--- config.mk ---
export PLATFORM = sky130hd
export DESIGN_NAME = mycpu_top
export DESIGN_NICKNAME = d
export VERILOG_FILES = /design/src/source/cpu_pkg.sv /design/src/source/exec_ctrl_if.sv /design/src/source/alu.sv /design/src/source/execute_writeback.sv /design/src/source/fetch_control.sv /design/src/source/inst_decoder.sv /design/src/source/mycpu_top.sv /design/src/source/regfile.sv
export SDC_FILE = /design/constraint.sdc
export NUM_CORES = 2
export LEC_CHECK = 0
export ABC_AREA = 1
export BUFFER_PORTS_ARGS = -buffer_cell sky130_fd_sc_hd__buf_2
export CORE_MARGIN = 3
export CORE_UTILIZATION = 25
export CTS_BUF_LIST = sky130_fd_sc_hd__clkbuf_2 sky130_fd_sc_hd__clkbuf_4 sky130_fd_sc_hd__clkbuf_8
export DETAILED_ROUTE_END_ITERATION = 12
export GPL_TIMING_DRIVEN = 0
export PLACE_DENSITY = 0.39
export SETUP_SLACK_MARGIN = 0.02
export SLEW_MARGIN = 20
export SYNTH_ARGS = -nofsm -noshare
export SYNTH_HDL_FRONTEND = slang
export SYNTH_HIERARCHICAL = 1
export SYNTH_SLANG_ARGS = --single-unit
export TNS_END_PERCENT = 50
--- constraint.sdc ---
create_clock -name clk -period 16.4 [get_ports clk]
set_clock_uncertainty 0.05 [all_clocks]
set_input_delay 3.28 -clock clk [delete_from_list [all_inputs] [get_ports clk]]
set_output_delay 3.28 -clock clk [all_outputs]
set_load 0.1 [all_outputs]
--- src/source/cpu_pkg.sv ---
package cpu_pkg;

    typedef logic [31:0] word_t;
    typedef logic [4:0]  reg_addr_t;
    typedef logic [11:0] alu_op_t;   // One-hot with the bit positions below.

    typedef enum logic [2:0] {
        IF  = 3'd0,
        ID  = 3'd1,
        EXE = 3'd2,
        MEM = 3'd3,
        WB  = 3'd4
    } cpu_state_t;

    localparam reg_addr_t LINK_REG = 5'd1;   // Destination of bl.

    localparam int ALU_ADD  = 0;
    localparam int ALU_SUB  = 1;
    localparam int ALU_SLT  = 2;
    localparam int ALU_SLTU = 3;
    localparam int ALU_AND  = 4;
    localparam int ALU_NOR  = 5;
    localparam int ALU_OR   = 6;
    localparam int ALU_XOR  = 7;
    localparam int ALU_SLL  = 8;
    localparam int ALU_SRL  = 9;
    localparam int ALU_SRA  = 10;
    localparam int ALU_LUI  = 11;

    // Three-register and shift-immediate forms are matched on inst[31:15].
    localparam logic [16:0] OP_ADD_W  = 17'h00020;
    localparam logic [16:0] OP_SUB_W  = 17'h00022;
    localparam logic [16:0] OP_SLT    = 17'h00024;
    localparam logic [16:0] OP_SLTU   = 17'h00025;
    localparam logic [16:0] OP_NOR    = 17'h00028;
    localparam logic [16:0] OP_AND    = 17'h00029;
    localparam logic [16:0] OP_OR     = 17'h0002a;
    localparam logic [16:0] OP_XOR    = 17'h0002b;
    localparam logic [16:0] OP_SLLI_W = 17'h00081;
    localparam logic [16:0] OP_SRLI_W = 17'h00089;
    localparam logic [16:0] OP_SRAI_W = 17'h00091;
    localparam logic [9:0]  OP_ADDI_W = 10'h00a;   // inst[31:22]
    localparam logic [9:0]  OP_LD_W   = 10'h0a2;
    localparam logic [9:0]  OP_ST_W   = 10'h0a6;
    localparam logic [5:0]  OP_JIRL   = 6'h13;     // inst[31:26]
    localparam logic [5:0]  OP_B      = 6'h14;
    localparam logic [5:0]  OP_BL     = 6'h15;
    localparam logic [5:0]  OP_BEQ    = 6'h16;
    localparam logic [5:0]  OP_BNE    = 6'h17;
    localparam logic [6:0]  OP_LU12I_W = 7'h0a;    // inst[31:25]

endpackage

--- src/source/exec_ctrl_if.sv ---
`timescale 1ns/1ns

interface exec_ctrl_if;
    import cpu_pkg::*;

    alu_op_t   alu_op;
    word_t     alu_src1;
    word_t     alu_src2;
    word_t     store_data;
    reg_addr_t dest;
    logic      gr_we;
    logic      mem_we;
    logic      res_from_mem;

    modport decode (
        output alu_op, alu_src1, alu_src2, store_data,
        output dest, gr_we, mem_we, res_from_mem
    );

    modport execute (
        input alu_op, alu_src1, alu_src2, store_data,
        input dest, gr_we, mem_we, res_from_mem
    );

endinterface

--- src/source/alu.sv ---
`timescale 1ns/1ns

module alu (
    input  cpu_pkg::alu_op_t alu_op,
    input  cpu_pkg::word_t   alu_src1,
    input  cpu_pkg::word_t   alu_src2,
    output cpu_pkg::word_t   alu_result
);
    import cpu_pkg::*;

    logic        invert_b;
    word_t       adder_b;
    logic [32:0] adder_sum;
    logic        slt_bit, sltu_bit;
    logic [4:0]  shamt;

    // Subtraction and both compares reuse the adder as a + ~b + 1.
    assign invert_b  = alu_op[ALU_SUB] | alu_op[ALU_SLT] | alu_op[ALU_SLTU];
    assign adder_b   = invert_b ? ~alu_src2 : alu_src2;
    assign adder_sum = {1'b0, alu_src1} + {1'b0, adder_b} + {32'd0, invert_b};

    assign slt_bit  = (alu_src1[31] & ~alu_src2[31])
                    | (~(alu_src1[31] ^ alu_src2[31]) & adder_sum[31]);
    assign sltu_bit = ~adder_sum[32];   // No carry out means a borrow.
    assign shamt    = alu_src2[4:0];

    assign alu_result =
        ({32{alu_op[ALU_ADD] | alu_op[ALU_SUB]}} & adder_sum[31:0])
      | ({32{alu_op[ALU_SLT]}}  & {31'd0, slt_bit})
      | ({32{alu_op[ALU_SLTU]}} & {31'd0, sltu_bit})
      | ({32{alu_op[ALU_AND]}}  & (alu_src1 & alu_src2))
      | ({32{alu_op[ALU_NOR]}}  & ~(alu_src1 | alu_src2))
      | ({32{alu_op[ALU_OR]}}   & (alu_src1 | alu_src2))
      | ({32{alu_op[ALU_XOR]}}  & (alu_src1 ^ alu_src2))
      | ({32{alu_op[ALU_SLL]}}  & (alu_src1 << shamt))
      | ({32{alu_op[ALU_SRL]}}  & (alu_src1 >> shamt))
      | ({32{alu_op[ALU_SRA]}}  & word_t'($signed(alu_src1) >>> shamt))
      | ({32{alu_op[ALU_LUI]}}  & alu_src2);

endmodule

--- src/source/execute_writeback.sv ---
`timescale 1ns/1ns

module execute_writeback (
    input  logic                clk,
    input  logic                reset,
    input  cpu_pkg::cpu_state_t state,
    input  cpu_pkg::word_t      pc,
    exec_ctrl_if.execute        ctrl,
    output logic                data_sram_we,
    output cpu_pkg::word_t      data_sram_addr,
    output cpu_pkg::word_t      data_sram_wdata,
    input  cpu_pkg::word_t      data_sram_rdata,
    output logic                rf_we,
    output cpu_pkg::reg_addr_t  rf_waddr,
    output cpu_pkg::word_t      rf_wdata,
    output cpu_pkg::word_t      debug_wb_pc,
    output logic [3:0]          debug_wb_rf_we,
    output cpu_pkg::reg_addr_t  debug_wb_rf_wnum,
    output cpu_pkg::word_t      debug_wb_rf_wdata
);
    import cpu_pkg::*;

    word_t alu_result;
    word_t alu_result_q;
    word_t mem_data_q;
    word_t retire_pc;

    alu u_alu (
        .alu_op     (ctrl.alu_op),
        .alu_src1   (ctrl.alu_src1),
        .alu_src2   (ctrl.alu_src2),
        .alu_result (alu_result)
    );

    // The fetch pc moves on at the end of ID, so its value is captured there.
    always_ff @(posedge clk) begin
        if (reset) begin
            retire_pc <= 32'd0;
        end else if (state == ID) begin
            retire_pc <= pc;
        end
    end

    always_ff @(posedge clk) begin
        if (state == EXE) begin
            alu_result_q <= alu_result;
        end
        if (state == MEM) begin
            mem_data_q <= data_sram_rdata;
        end
    end

    assign data_sram_we    = (state == MEM) & ctrl.mem_we;
    assign data_sram_addr  = alu_result_q;
    assign data_sram_wdata = ctrl.store_data;

    assign rf_we    = (state == WB) & ctrl.gr_we;
    assign rf_waddr = ctrl.dest;
    assign rf_wdata = ctrl.res_from_mem ? mem_data_q : alu_result_q;

    assign debug_wb_pc       = retire_pc;
    assign debug_wb_rf_we    = {4{rf_we}};
    assign debug_wb_rf_wnum  = rf_waddr;
    assign debug_wb_rf_wdata = rf_wdata;

endmodule

--- src/source/fetch_control.sv ---
`timescale 1ns/1ns

module fetch_control #(
    parameter cpu_pkg::word_t RESET_PC = 32'h1c00_0000
) (
    input  logic               clk,
    input  logic               reset,
    output cpu_pkg::word_t     inst_sram_addr,
    input  cpu_pkg::word_t     inst_sram_rdata,
    input  logic               br_taken,
    input  cpu_pkg::word_t     br_target,
    input  logic               ends_at_id,
    input  logic               mem_access,
    input  logic               mem_load,
    output cpu_pkg::cpu_state_t state,
    output cpu_pkg::word_t     pc,
    output cpu_pkg::word_t     inst
);
    import cpu_pkg::*;

    cpu_state_t next_state;
    logic       mem_access_q;   // Instruction class kept for EXE and MEM.
    logic       mem_load_q;

    assign inst_sram_addr = pc;

    always_comb begin
        next_state = IF;
        case (state)
            IF: begin
                next_state = ID;
            end
            ID: begin
                next_state = ends_at_id ? IF : EXE;   // Plain branches finish here.
            end
            EXE: begin
                next_state = mem_access_q ? MEM : WB;
            end
            MEM: begin
                next_state = mem_load_q ? WB : IF;
            end
            WB: begin
                next_state = IF;
            end
            default: begin
                next_state = IF;
            end
        endcase
    end

    always_ff @(posedge clk) begin
        if (reset) begin
            state        <= IF;
            pc           <= RESET_PC;
            mem_access_q <= 1'b0;
            mem_load_q   <= 1'b0;
        end else begin
            state <= next_state;
            if (state == ID) begin
                pc           <= br_taken ? br_target : pc + 32'd4;
                mem_access_q <= mem_access;
                mem_load_q   <= mem_load;
            end
        end
    end

    // Holds the fetched word for decode in ID.
    always_ff @(posedge clk) begin
        if (state == IF) begin
            inst <= inst_sram_rdata;
        end
    end

endmodule

--- src/source/inst_decoder.sv ---
`timescale 1ns/1ns

module inst_decoder (
    input  logic                clk,
    input  logic                reset,
    input  cpu_pkg::cpu_state_t state,
    input  cpu_pkg::word_t      pc,
    input  cpu_pkg::word_t      inst,
    exec_ctrl_if.decode         ctrl,
    output logic                br_taken,
    output cpu_pkg::word_t      br_target,
    output logic                ends_at_id,
    output logic                mem_access,
    output logic                mem_load,
    input  logic                rf_we,
    input  cpu_pkg::reg_addr_t  rf_waddr,
    input  cpu_pkg::word_t      rf_wdata
);
    import cpu_pkg::*;

    reg_addr_t rd, rj, rk;
    logic      inst_add_w, inst_sub_w, inst_slt, inst_sltu;
    logic      inst_nor, inst_and, inst_or, inst_xor;
    logic      inst_slli_w, inst_srli_w, inst_srai_w, inst_addi_w;
    logic      inst_ld_w, inst_st_w, inst_jirl, inst_b;
    logic      inst_bl, inst_beq, inst_bne, inst_lu12i_w;
    logic      need_ui5, need_si20, need_si26, src2_is_4, src2_is_imm;
    word_t     ui5, si12, si20, offs16, offs26, imm;
    reg_addr_t rf_raddr2;
    word_t     rj_value, rkd_value;
    alu_op_t   alu_op;

    assign rd = inst[4:0];
    assign rj = inst[9:5];
    assign rk = inst[14:10];

    assign inst_add_w   = inst[31:15] == OP_ADD_W;
    assign inst_sub_w   = inst[31:15] == OP_SUB_W;
    assign inst_slt     = inst[31:15] == OP_SLT;
    assign inst_sltu    = inst[31:15] == OP_SLTU;
    assign inst_nor     = inst[31:15] == OP_NOR;
    assign inst_and     = inst[31:15] == OP_AND;
    assign inst_or      = inst[31:15] == OP_OR;
    assign inst_xor     = inst[31:15] == OP_XOR;
    assign inst_slli_w  = inst[31:15] == OP_SLLI_W;
    assign inst_srli_w  = inst[31:15] == OP_SRLI_W;
    assign inst_srai_w  = inst[31:15] == OP_SRAI_W;
    assign inst_addi_w  = inst[31:22] == OP_ADDI_W;
    assign inst_ld_w    = inst[31:22] == OP_LD_W;
    assign inst_st_w    = inst[31:22] == OP_ST_W;
    assign inst_jirl    = inst[31:26] == OP_JIRL;
    assign inst_b       = inst[31:26] == OP_B;
    assign inst_bl      = inst[31:26] == OP_BL;
    assign inst_beq     = inst[31:26] == OP_BEQ;
    assign inst_bne     = inst[31:26] == OP_BNE;
    assign inst_lu12i_w = inst[31:25] == OP_LU12I_W;

    assign alu_op[ALU_ADD]  = inst_add_w | inst_addi_w | inst_ld_w | inst_st_w
                              | inst_jirl | inst_bl;   // Address and link sums.
    assign alu_op[ALU_SUB]  = inst_sub_w;
    assign alu_op[ALU_SLT]  = inst_slt;
    assign alu_op[ALU_SLTU] = inst_sltu;
    assign alu_op[ALU_AND]  = inst_and;
    assign alu_op[ALU_NOR]  = inst_nor;
    assign alu_op[ALU_OR]   = inst_or;
    assign alu_op[ALU_XOR]  = inst_xor;
    assign alu_op[ALU_SLL]  = inst_slli_w;
    assign alu_op[ALU_SRL]  = inst_srli_w;
    assign alu_op[ALU_SRA]  = inst_srai_w;
    assign alu_op[ALU_LUI]  = inst_lu12i_w;

    assign need_ui5    = inst_slli_w | inst_srli_w | inst_srai_w;
    assign need_si20   = inst_lu12i_w;
    assign need_si26   = inst_b | inst_bl;
    assign src2_is_4   = inst_jirl | inst_bl;
    assign src2_is_imm = need_ui5 | inst_addi_w | inst_ld_w | inst_st_w | need_si20 | src2_is_4;

    assign ui5    = {27'd0, inst[14:10]};
    assign si12   = {{20{inst[21]}}, inst[21:10]};
    assign si20   = {inst[24:5], 12'd0};
    assign offs16 = {{14{inst[25]}}, inst[25:10], 2'b00};
    assign offs26 = {{4{inst[9]}}, inst[9:0], inst[25:10], 2'b00};

    assign imm = src2_is_4 ? 32'd4 :
                 need_si20 ? si20  :
                 need_ui5  ? ui5   : si12;

    assign rf_raddr2 = (inst_beq | inst_bne | inst_st_w) ? rd : rk;

    regfile u_regfile (
        .clk    (clk),
        .raddr1 (rj),
        .rdata1 (rj_value),
        .raddr2 (rf_raddr2),
        .rdata2 (rkd_value),
        .we     (rf_we),
        .waddr  (rf_waddr),
        .wdata  (rf_wdata)
    );

    assign br_taken   = (inst_beq & (rj_value == rkd_value))
                      | (inst_bne & (rj_value != rkd_value))
                      | inst_jirl | inst_bl | inst_b;
    assign br_target  = inst_jirl ? rj_value + offs16 :
                        pc + (need_si26 ? offs26 : offs16);
    assign ends_at_id = inst_b | inst_beq | inst_bne;
    assign mem_access = inst_ld_w | inst_st_w;
    assign mem_load   = inst_ld_w;

    always_ff @(posedge clk) begin
        if (reset) begin
            ctrl.gr_we        <= 1'b0;
            ctrl.mem_we       <= 1'b0;
            ctrl.res_from_mem <= 1'b0;
        end else if (state == ID) begin
            ctrl.gr_we        <= ~(inst_st_w | inst_beq | inst_bne | inst_b);
            ctrl.mem_we       <= inst_st_w;
            ctrl.res_from_mem <= inst_ld_w;
        end
    end

    always_ff @(posedge clk) begin
        if (state == ID) begin
            ctrl.alu_op     <= alu_op;
            ctrl.alu_src1   <= src2_is_4 ? pc : rj_value;   // Link value is pc + 4.
            ctrl.alu_src2   <= src2_is_imm ? imm : rkd_value;
            ctrl.store_data <= rkd_value;
            ctrl.dest       <= inst_bl ? LINK_REG : rd;
        end
    end

endmodule

--- src/source/mycpu_top.sv ---
`timescale 1ns/1ns

module mycpu_top #(
    parameter cpu_pkg::word_t RESET_PC = 32'h1c00_0000
) (
    input  logic               clk,
    input  logic               reset,
    output cpu_pkg::word_t     inst_sram_addr,
    input  cpu_pkg::word_t     inst_sram_rdata,
    output logic               data_sram_we,
    output cpu_pkg::word_t     data_sram_addr,
    output cpu_pkg::word_t     data_sram_wdata,
    input  cpu_pkg::word_t     data_sram_rdata,
    output cpu_pkg::word_t     debug_wb_pc,
    output logic [3:0]         debug_wb_rf_we,
    output cpu_pkg::reg_addr_t debug_wb_rf_wnum,
    output cpu_pkg::word_t     debug_wb_rf_wdata
);
    import cpu_pkg::*;

    cpu_state_t state;
    word_t      pc;
    word_t      inst;
    logic       br_taken;
    word_t      br_target;
    logic       ends_at_id;
    logic       mem_access;
    logic       mem_load;
    logic       rf_we;
    reg_addr_t  rf_waddr;
    word_t      rf_wdata;

    exec_ctrl_if ctrl_bus ();

    fetch_control #(
        .RESET_PC (RESET_PC)
    ) u_fetch (
        .clk             (clk),
        .reset           (reset),
        .inst_sram_addr  (inst_sram_addr),
        .inst_sram_rdata (inst_sram_rdata),
        .br_taken        (br_taken),
        .br_target       (br_target),
        .ends_at_id      (ends_at_id),
        .mem_access      (mem_access),
        .mem_load        (mem_load),
        .state           (state),
        .pc              (pc),
        .inst            (inst)
    );

    inst_decoder u_decode (
        .clk        (clk),
        .reset      (reset),
        .state      (state),
        .pc         (pc),
        .inst       (inst),
        .ctrl       (ctrl_bus.decode),
        .br_taken   (br_taken),
        .br_target  (br_target),
        .ends_at_id (ends_at_id),
        .mem_access (mem_access),
        .mem_load   (mem_load),
        .rf_we      (rf_we),
        .rf_waddr   (rf_waddr),
        .rf_wdata   (rf_wdata)
    );

    execute_writeback u_exec_wb (
        .clk               (clk),
        .reset             (reset),
        .state             (state),
        .pc                (pc),
        .ctrl              (ctrl_bus.execute),
        .data_sram_we      (data_sram_we),
        .data_sram_addr    (data_sram_addr),
        .data_sram_wdata   (data_sram_wdata),
        .data_sram_rdata   (data_sram_rdata),
        .rf_we             (rf_we),
        .rf_waddr          (rf_waddr),
        .rf_wdata          (rf_wdata),
        .debug_wb_pc       (debug_wb_pc),
        .debug_wb_rf_we    (debug_wb_rf_we),
        .debug_wb_rf_wnum  (debug_wb_rf_wnum),
        .debug_wb_rf_wdata (debug_wb_rf_wdata)
    );

endmodule

--- src/source/regfile.sv ---
`timescale 1ns/1ns

module regfile (
    input  logic               clk,
    input  cpu_pkg::reg_addr_t raddr1,
    output cpu_pkg::word_t     rdata1,
    input  cpu_pkg::reg_addr_t raddr2,
    output cpu_pkg::word_t     rdata2,
    input  logic               we,
    input  cpu_pkg::reg_addr_t waddr,
    input  cpu_pkg::word_t     wdata
);
    import cpu_pkg::*;

    word_t regs [31:1];   // There is no storage behind r0.

    always_ff @(posedge clk) begin
        if (we && waddr != 5'd0) begin
            regs[waddr] <= wdata;
        end
    end

    assign rdata1 = (raddr1 == 5'd0) ? 32'd0 : regs[raddr1];
    assign rdata2 = (raddr2 == 5'd0) ? 32'd0 : regs[raddr2];

endmodule

=== After elaboration in Yosys (flattened, before gate mapping) ===
Memory sizes are Yosys's and may differ from the RTL's. A register that Yosys moved wholly into a read port is not among the register bits.
Index checks and enable logic that the tools add are counted.
W data, S select, Z words.

* Bits in writable memories: 992
* Bits in latches: 0
* Output and inout bits: 170
* Input port bits: 66
* Memories: 1
* Register bits after elaboration: 280
* Memory bits (read-only): 0
* Logic and storage cells: 142

{| class="wikitable"
|+ Memories
! memory !! depth !! bits a word !! read ports !! clocked after Yosys merged registers in !! write ports !! line !! RTL
|-
| u_decode.u_regfile.regs || 31 || 32 || 2 || 1 || 1 || regfile.sv:15 || <nowiki>word_t regs [31:1];</nowiki>
|}

* Bitwise gates (word level): 67
* Add/sub/neg operators: 5
* Reduce and logical (&&, ||, !) cells: 5
* Multiplexer cells: 20
* Equal/unequal tests: 26
* Multiply operators: 0
* Shift operators: 3
* Order comparisons: 0
* Divide/modulo/power cells: 0

{| class="wikitable"
|+ Operators by type and width
! operator !! number
|-
| $mux W32 || 12
|-
| $or A32 B32 Y32 || 11
|-
| $and A32 B32 Y32 || 10
|-
| $eq A17 B6 Y1 const B || 8
|-
| $add A32 B32 Y32 || 2
|-
| $and A32 B1 Y32 || 2
|-
| $not A32 Y32 || 2
|-
| $eq A17 B8 Y1 const B || 3
|-
| $add A32 B32 Y33 || 1
|-
| $add A33 B1 Y33 || 1
|-
| $add A32 B3 Y32 const B || 1
|-
| $eq A32 B32 Y1 || 1
|-
| $ne A32 B32 Y1 || 1
|-
| $shl A32 B5 Y32 || 1
|-
| $shr A32 B5 Y32 || 1
|-
| $sshr A32 B5 Y32 || 1
|-
| $xor A32 B32 Y32 || 1
|-
| $eq A6 B5 Y1 const B || 5
|-
| $or A1 B1 Y1 || 30
|-
| $eq A10 B8 Y1 const B || 2
|-
| $pmux W3 S4 || 1
|-
| $eq A10 B4 Y1 const B || 1
|-
| $logic_not A5 Y1 || 2
|-
| $mux W5 || 2
|-
| other kinds (13) || 24
|}

=== Logic depth before layout (Yosys ltp) ===
* Depth in word-level cells: 18
* Depth in mapped cells: 36
* Mapped depth without buffers: 34

=== Modules after synthesis ===
Netlist, hierarchy kept.

{| class="wikitable"
|+ By module, submodules not included
! module !! area an instance (um^2) !! sequential area each (um^2) !! cells each !! times used
|-
| regfile || 50802.5 || 29788.6 || 6042 || 1
|-
| inst_decoder || 10268.6 || 3453.3 || 1533 || 1
|-
| alu || 7828.8 || 0.0 || 1493 || 1
|-
| execute_writeback || 4267.8 || 2562.5 || 390 || 1
|-
| fetch_control || 3668.5 || 1701.6 || 460 || 1
|}

=== Worst setup path after synthesis ===
No wires, ideal clock.

* Kind: reg2reg
* Start: register u_fetch.state[0]
* End: register u_decode.ctrl.mem_we
* Path buffers: 0
* Data required time: 16.243 ns
* Arrival: 9.148 ns
* Clock period less this slack: 9.306 ns
* Slack: 7.094 ns
* Library setup time: 0.107 ns
* Cell stages (with the launch flop): 5
* Cells stage by stage: dfxtp_1 > inv_1 > nor3_1 > o21ai_0 > a21oi_1

* Longest elaborated chain between the ends: 1

{| class="wikitable"
|+ Ends and longest elaborated chain
! item !! line !! RTL
|-
| start, declared || fetch_control.sv:15 || <nowiki>output cpu_pkg::cpu_state_t state,</nowiki>
|-
| start signal, assigned || fetch_control.sv:58 || <nowiki>state <= next_state;</nowiki>
|-
| $eq A3 B1 Y1 || inst_decoder.sv:115 || <nowiki>end else if (state == ID) begin</nowiki>
|-
| end signal, assigned || inst_decoder.sv:117 || <nowiki>ctrl.mem_we <= inst_st_w;</nowiki>
|-
| end, declared || exec_ctrl_if.sv:17 || <nowiki>output dest, gr_we, mem_we, res_from_mem</nowiki>
|}

No other way between the ends.
A chain may end at the register's enable or synchronous reset.

=== Worst setup path after layout ===
* Start: register u_fetch.inst[23]
* End: register u_fetch.pc[15] (netlist: u_fetch/inst_sram_addr[15])

* Longest elaborated chain between the ends: 12
* Elaborated cells between the ends (all ways): 19
* Those cells by class: add/sub: 2; eq/ne: 3; mux: 5; bitwise: 7; reduce/logical: 1; memory: 1

{| class="wikitable"
|+ Ends and longest elaborated chain
! item !! line !! RTL
|-
| start, declared || fetch_control.sv:17 || <nowiki>output cpu_pkg::word_t inst</nowiki>
|-
| start signal, assigned || fetch_control.sv:70 || <nowiki>inst <= inst_sram_rdata;</nowiki>
|-
| $eq A10 B8 Y1 * || inst_decoder.sv:50 || <nowiki>assign inst_st_w = inst[31:22] == OP_ST_W;</nowiki>
|-
| $or A1 B1 Y1 * || inst_decoder.sv:88 || <nowiki>assign rf_raddr2 = (inst_beq | inst_bne | inst_st_w) ? rd : rk;</nowiki>
|-
| $mux W5 * || inst_decoder.sv:88 ||
|-
| net u_decode.rf_raddr2[0] || inst_decoder.sv:29 || <nowiki>reg_addr_t rf_raddr2;</nowiki>
|-
| $mem_v2 Z31 W32 or $logic_not A5 Y1 (tied branches) || - ||
|-
| $mux W32 * || regfile.sv:24 || <nowiki>assign rdata2 = (raddr2 == 5'd0) ? 32'd0 : regs[raddr2];</nowiki>
|-
| net u_decode.rkd_value[16] || inst_decoder.sv:30 || <nowiki>word_t rj_value, rkd_value;</nowiki>
|-
| $eq A32 B32 Y1 or $ne A32 B32 Y1 (tied branches) || inst_decoder.sv:101, inst_decoder.sv:102 ||
|-
| $and A1 B1 Y1 (on tied branches) || inst_decoder.sv:101, inst_decoder.sv:102 ||
|-
| $or A1 B1 Y1 * || inst_decoder.sv:102 || <nowiki>| (inst_bne & (rj_value != rkd_value))</nowiki>
|-
| $or A1 B1 Y1 * (3 in a row) || inst_decoder.sv:103 || <nowiki>| inst_jirl | inst_bl | inst_b;</nowiki>
|-
| net br_taken || mycpu_top.sv:24 || <nowiki>logic br_taken;</nowiki>
|-
| $mux W32 * || fetch_control.sv:60 || <nowiki>pc <= br_taken ? br_target : pc + 32'd4;</nowiki>
|-
| end signal, assigned || fetch_control.sv:60 ||
|-
| end, declared || fetch_control.sv:16 || <nowiki>output cpu_pkg::word_t pc,</nowiki>
|}

The timed path passes the listed nets; every way through them passes the cells marked *.

==> impl_metrics.yaml <==
power:
  share_seq_of_total_power_pct: 31.2
  p_comb_share_pct: 43.9
  leakagePower_nw: 37.96
  p_switching_w: 0.006057
  swShare_pct: 47.35
  p_int_w: 0.006735
  total_power_w: 0.01279
  powerDensity_nw_per_um2: 142.6
  ir_worst_vdd_uv: 74.32
  p_clk_share_pct: 24.9
cts:
  htree_levels: 4
  clock_path_buffers: 4
  cts_resized: 0
  clock-sinks: 1273
  cts_root_buf: "clkbuf_8"
  clk_latency_ns: 1.05
  cts_tree: "built"
  clk_pin_slew_ns: 0.07
  post-cts-setup-buffer-count: 0
  cts_buffers: 243
  cts_hold_buf: 0
worst_setup_path:
  cp.arrival_ns: 9.46
  cp-end-kind: "flop"
  crit_type: "reg -> reg"
  startpoint_type: "flop"
  reg2reg_slack_ns: 7.80
  slowest_delay_ns: 0.98
  critPathMostFrequentCell: "nand2_1"
  cp_slowest_cell: "a21oi_1"
  critPathRequiredTime_ns: 17.26
  path_max_fanout: 10
finish:
  register_area_um2: 37510
  nets: 10710
  synthToLayoutAreaGrowth_pct: 16.72
  layout-drive-gt1-share_pct: 12.92
  multiInputGateArea_um2: 33680
  fillers: 33020
routing:
  ant_nets: 0
  avgViaCountPerCell: 5.103
  drc: 0
  wl_um: 434300
  drtPass1Iterations: 6
  vias: 75360
  wire_per_inst_um: 29.41
  drt-initial-drc-count: 9652
grt:
  grt_max_degree: 32
  grt_usage_pct: 26.50
  antenna_found_initial: 49
  grt_pass1_vias: 70120
  gr-total-overflow: 0
  grt_pass1_wl_um: 583300
synth:
  synth-edff-count: 1201
  synth_area_um2: 76840
  synthFlopType: "edfxtp_1"
  synth.most_common_cell: "nand2_1"
  synth_top_area_share_pct: 46.94
  synth_top_area_cell: "edfxtp_1"
  synth_cells: 9918
  synthesis.nets: 10150
  synth_commonest_cells: "nand2_1, edfxtp_1, nand3_1"
  yosysSeqAreaShare_pct: 48.81
  synthArstFlopShare_pct: 0
  ys_warn_count: 6
  synth_cell_types: 64
  synthTopCellsByArea: "edfxtp_1, nand2_1, nand3_1, nor2_1, inv_1"
  synth_seq_cells: 1273
  synth_area_per_cell_um2: 7.747
die:
  pin_count: 236
  dieArea_um2: 314000
  die-width_um: 560.4
  die_h_um: 560.4
  core_um2: 304300
  rows: 202
  start_util_pct: 25.25
sta:
  clock.fmax_mhz: 116.3
  final.min_clock_period_ns: 8.600
  rsz0062_at_grt: "no"
  hold_violations: 0
  tns_ns: 0
  slew_violations: 0
  relSlewSlack_pct: 9.576
  period_share_pct: 52.44
  worst_slew_pin_slew_ns: 1.356
  fin_ws_ns: 7.800
  setup_viol: 0
place:
  hpwl_um: 333500
  gp_congestion: 0.9901
  place_ws_ns: 8.146
  numPortBuffers: 235
job:
  drv_cap: 0
run_status:
  status: "completed"
worst_hold_path:
  hp-class: "reg -> reg"
-- path summary, 6_finish.rpt --
check	to	start	cells past startpoint
worst max register to register	u_fetch/inst_sram_addr[15]	u_fetch/inst[23]	31
worst max-delay path	u_fetch/inst_sram_addr[15]	u_fetch/inst[23]	31
worst min-delay path	u_fetch/state[2]	u_fetch/mem_load_q	2
worst min register to register	u_fetch/state[2]	u_fetch/mem_load_q	2
-- cell families (layout without fill, tap and decap cells) --
logic type,Yosys count,after routing,share of synthesized area [%]
adder cells (fa/ha/maj),161,161,2.651
AO/OA/AOI/OAI,902,902,6.566
other,0,13,0
AND/OR/NAND/NOR,6176,6176,32.77
buffers and inverters,1297,2052,7.836
flip-flops,1273,1273,48.81
XOR/XNOR,63,63,0.7181
multiplexers,46,46,0.6513
-- stage by stage --
step                      util (%)  area (µm²)  instances  hold WS (ns)
after detailed placement     27.92       84960      14320        0.4166
after global placement       27.31       83120      14230        0.4133
after global routing         29.47       89670      14760        0.4494
after CTS                    29.46       89630      14750        0.4248
after floorplan                  -       76840       9918        0.3893
final                        29.47       89680      14770        0.4234
-- power groups by stage --
stage | sequential [W] | combinational [W] | clock [W]
after floorplan | 0.00411 | 0.00289 | 0
after global placement | 0.00408 | 0.00538 | 0
after detailed placement | 0.00406 | 0.00543 | 0
after CTS | 0.00399 | 0.00545 | 0.00326
after global routing | 0.00399 | 0.00588 | 0.00339
final | 0.00399 | 0.00562 | 0.00318
-- sequential cells by signal (all words and copies together), names as in the netlist, 5 cells and up --
register	flops
u_decode/ctrl.alu_op	12
u_exec_wb/mem_data_q	32
u_exec_wb/debug_wb_pc	32
u_fetch/inst	32
u_decode/ctrl.alu_src2	32
u_decode/ctrl.dest	5
u_decode/u_regfile/regs	992
u_decode/ctrl.alu_src1	32
u_exec_wb/data_sram_addr	32
u_decode/ctrl.store_data	32
u_fetch/inst_sram_addr	32
-- final cells by class --
type	instances	area share [%]
Inverter	658	2.754
Timing Repair Buffer	318	2.965
Multi-Input combinational cell	7348	37.55
Buffer	639	3.966
Clock buffer	324	4.456
Tap cell	4080	5.692
Sequential cell	1273	41.82
Antenna cell	13	0.03627
Clock inverter	113	0.7548
-- critical path: cells and delay by family, from the launching register on --
| kind | cells | cell delay [ns] |
|---|---|---|
| compound gates | 3 | 1.97 |
| flops | 1 | 0.73 |
| buf+inv | 8 | 2.48 |
| simple gates | 20 | 3.21 |
-- cells in the final DEF, fill, tap and decap left out, types with 25 or more instances in the layout --
| cell type | n |
|---|---|
| edfxtp_1 | 1201 |
| o21ai_0 | 225 |
| buf_6 | 32 |
| a21oi_1 | 407 |
| clkbuf_4 | 74 |
| o21ai_1 | 59 |
| inv_1 | 636 |
| o211ai_1 | 54 |
| xor2_1 | 44 |
| dfxtp_1 | 72 |
| nor3_1 | 35 |
| nand3_1 | 1114 |
| buf_2 | 507 |
| clkbuf_8 | 250 |
| nor2_4 | 43 |
| clkinv_1 | 65 |
| ha_1 | 158 |
| nor2_1 | 674 |
| nand4_1 | 37 |
| a21oi_2 | 25 |
| buf_12 | 41 |
| buf_4 | 186 |
| clkbuf_1 | 127 |
| buf_1 | 41 |
| nand2_1 | 4168 |
| mux2_2 | 30 |
| o21ai_2 | 27 |
| clkinv_2 | 34 |
-- metal layers --
layer	track usage [%]	part of all wire, %
met1	37.26	44
met5	0	0.010
met2	39.62	42
met4	10.92	4.8
met3	5.089	8.9
No activity file was read; power rests on OpenSTA's default activity.
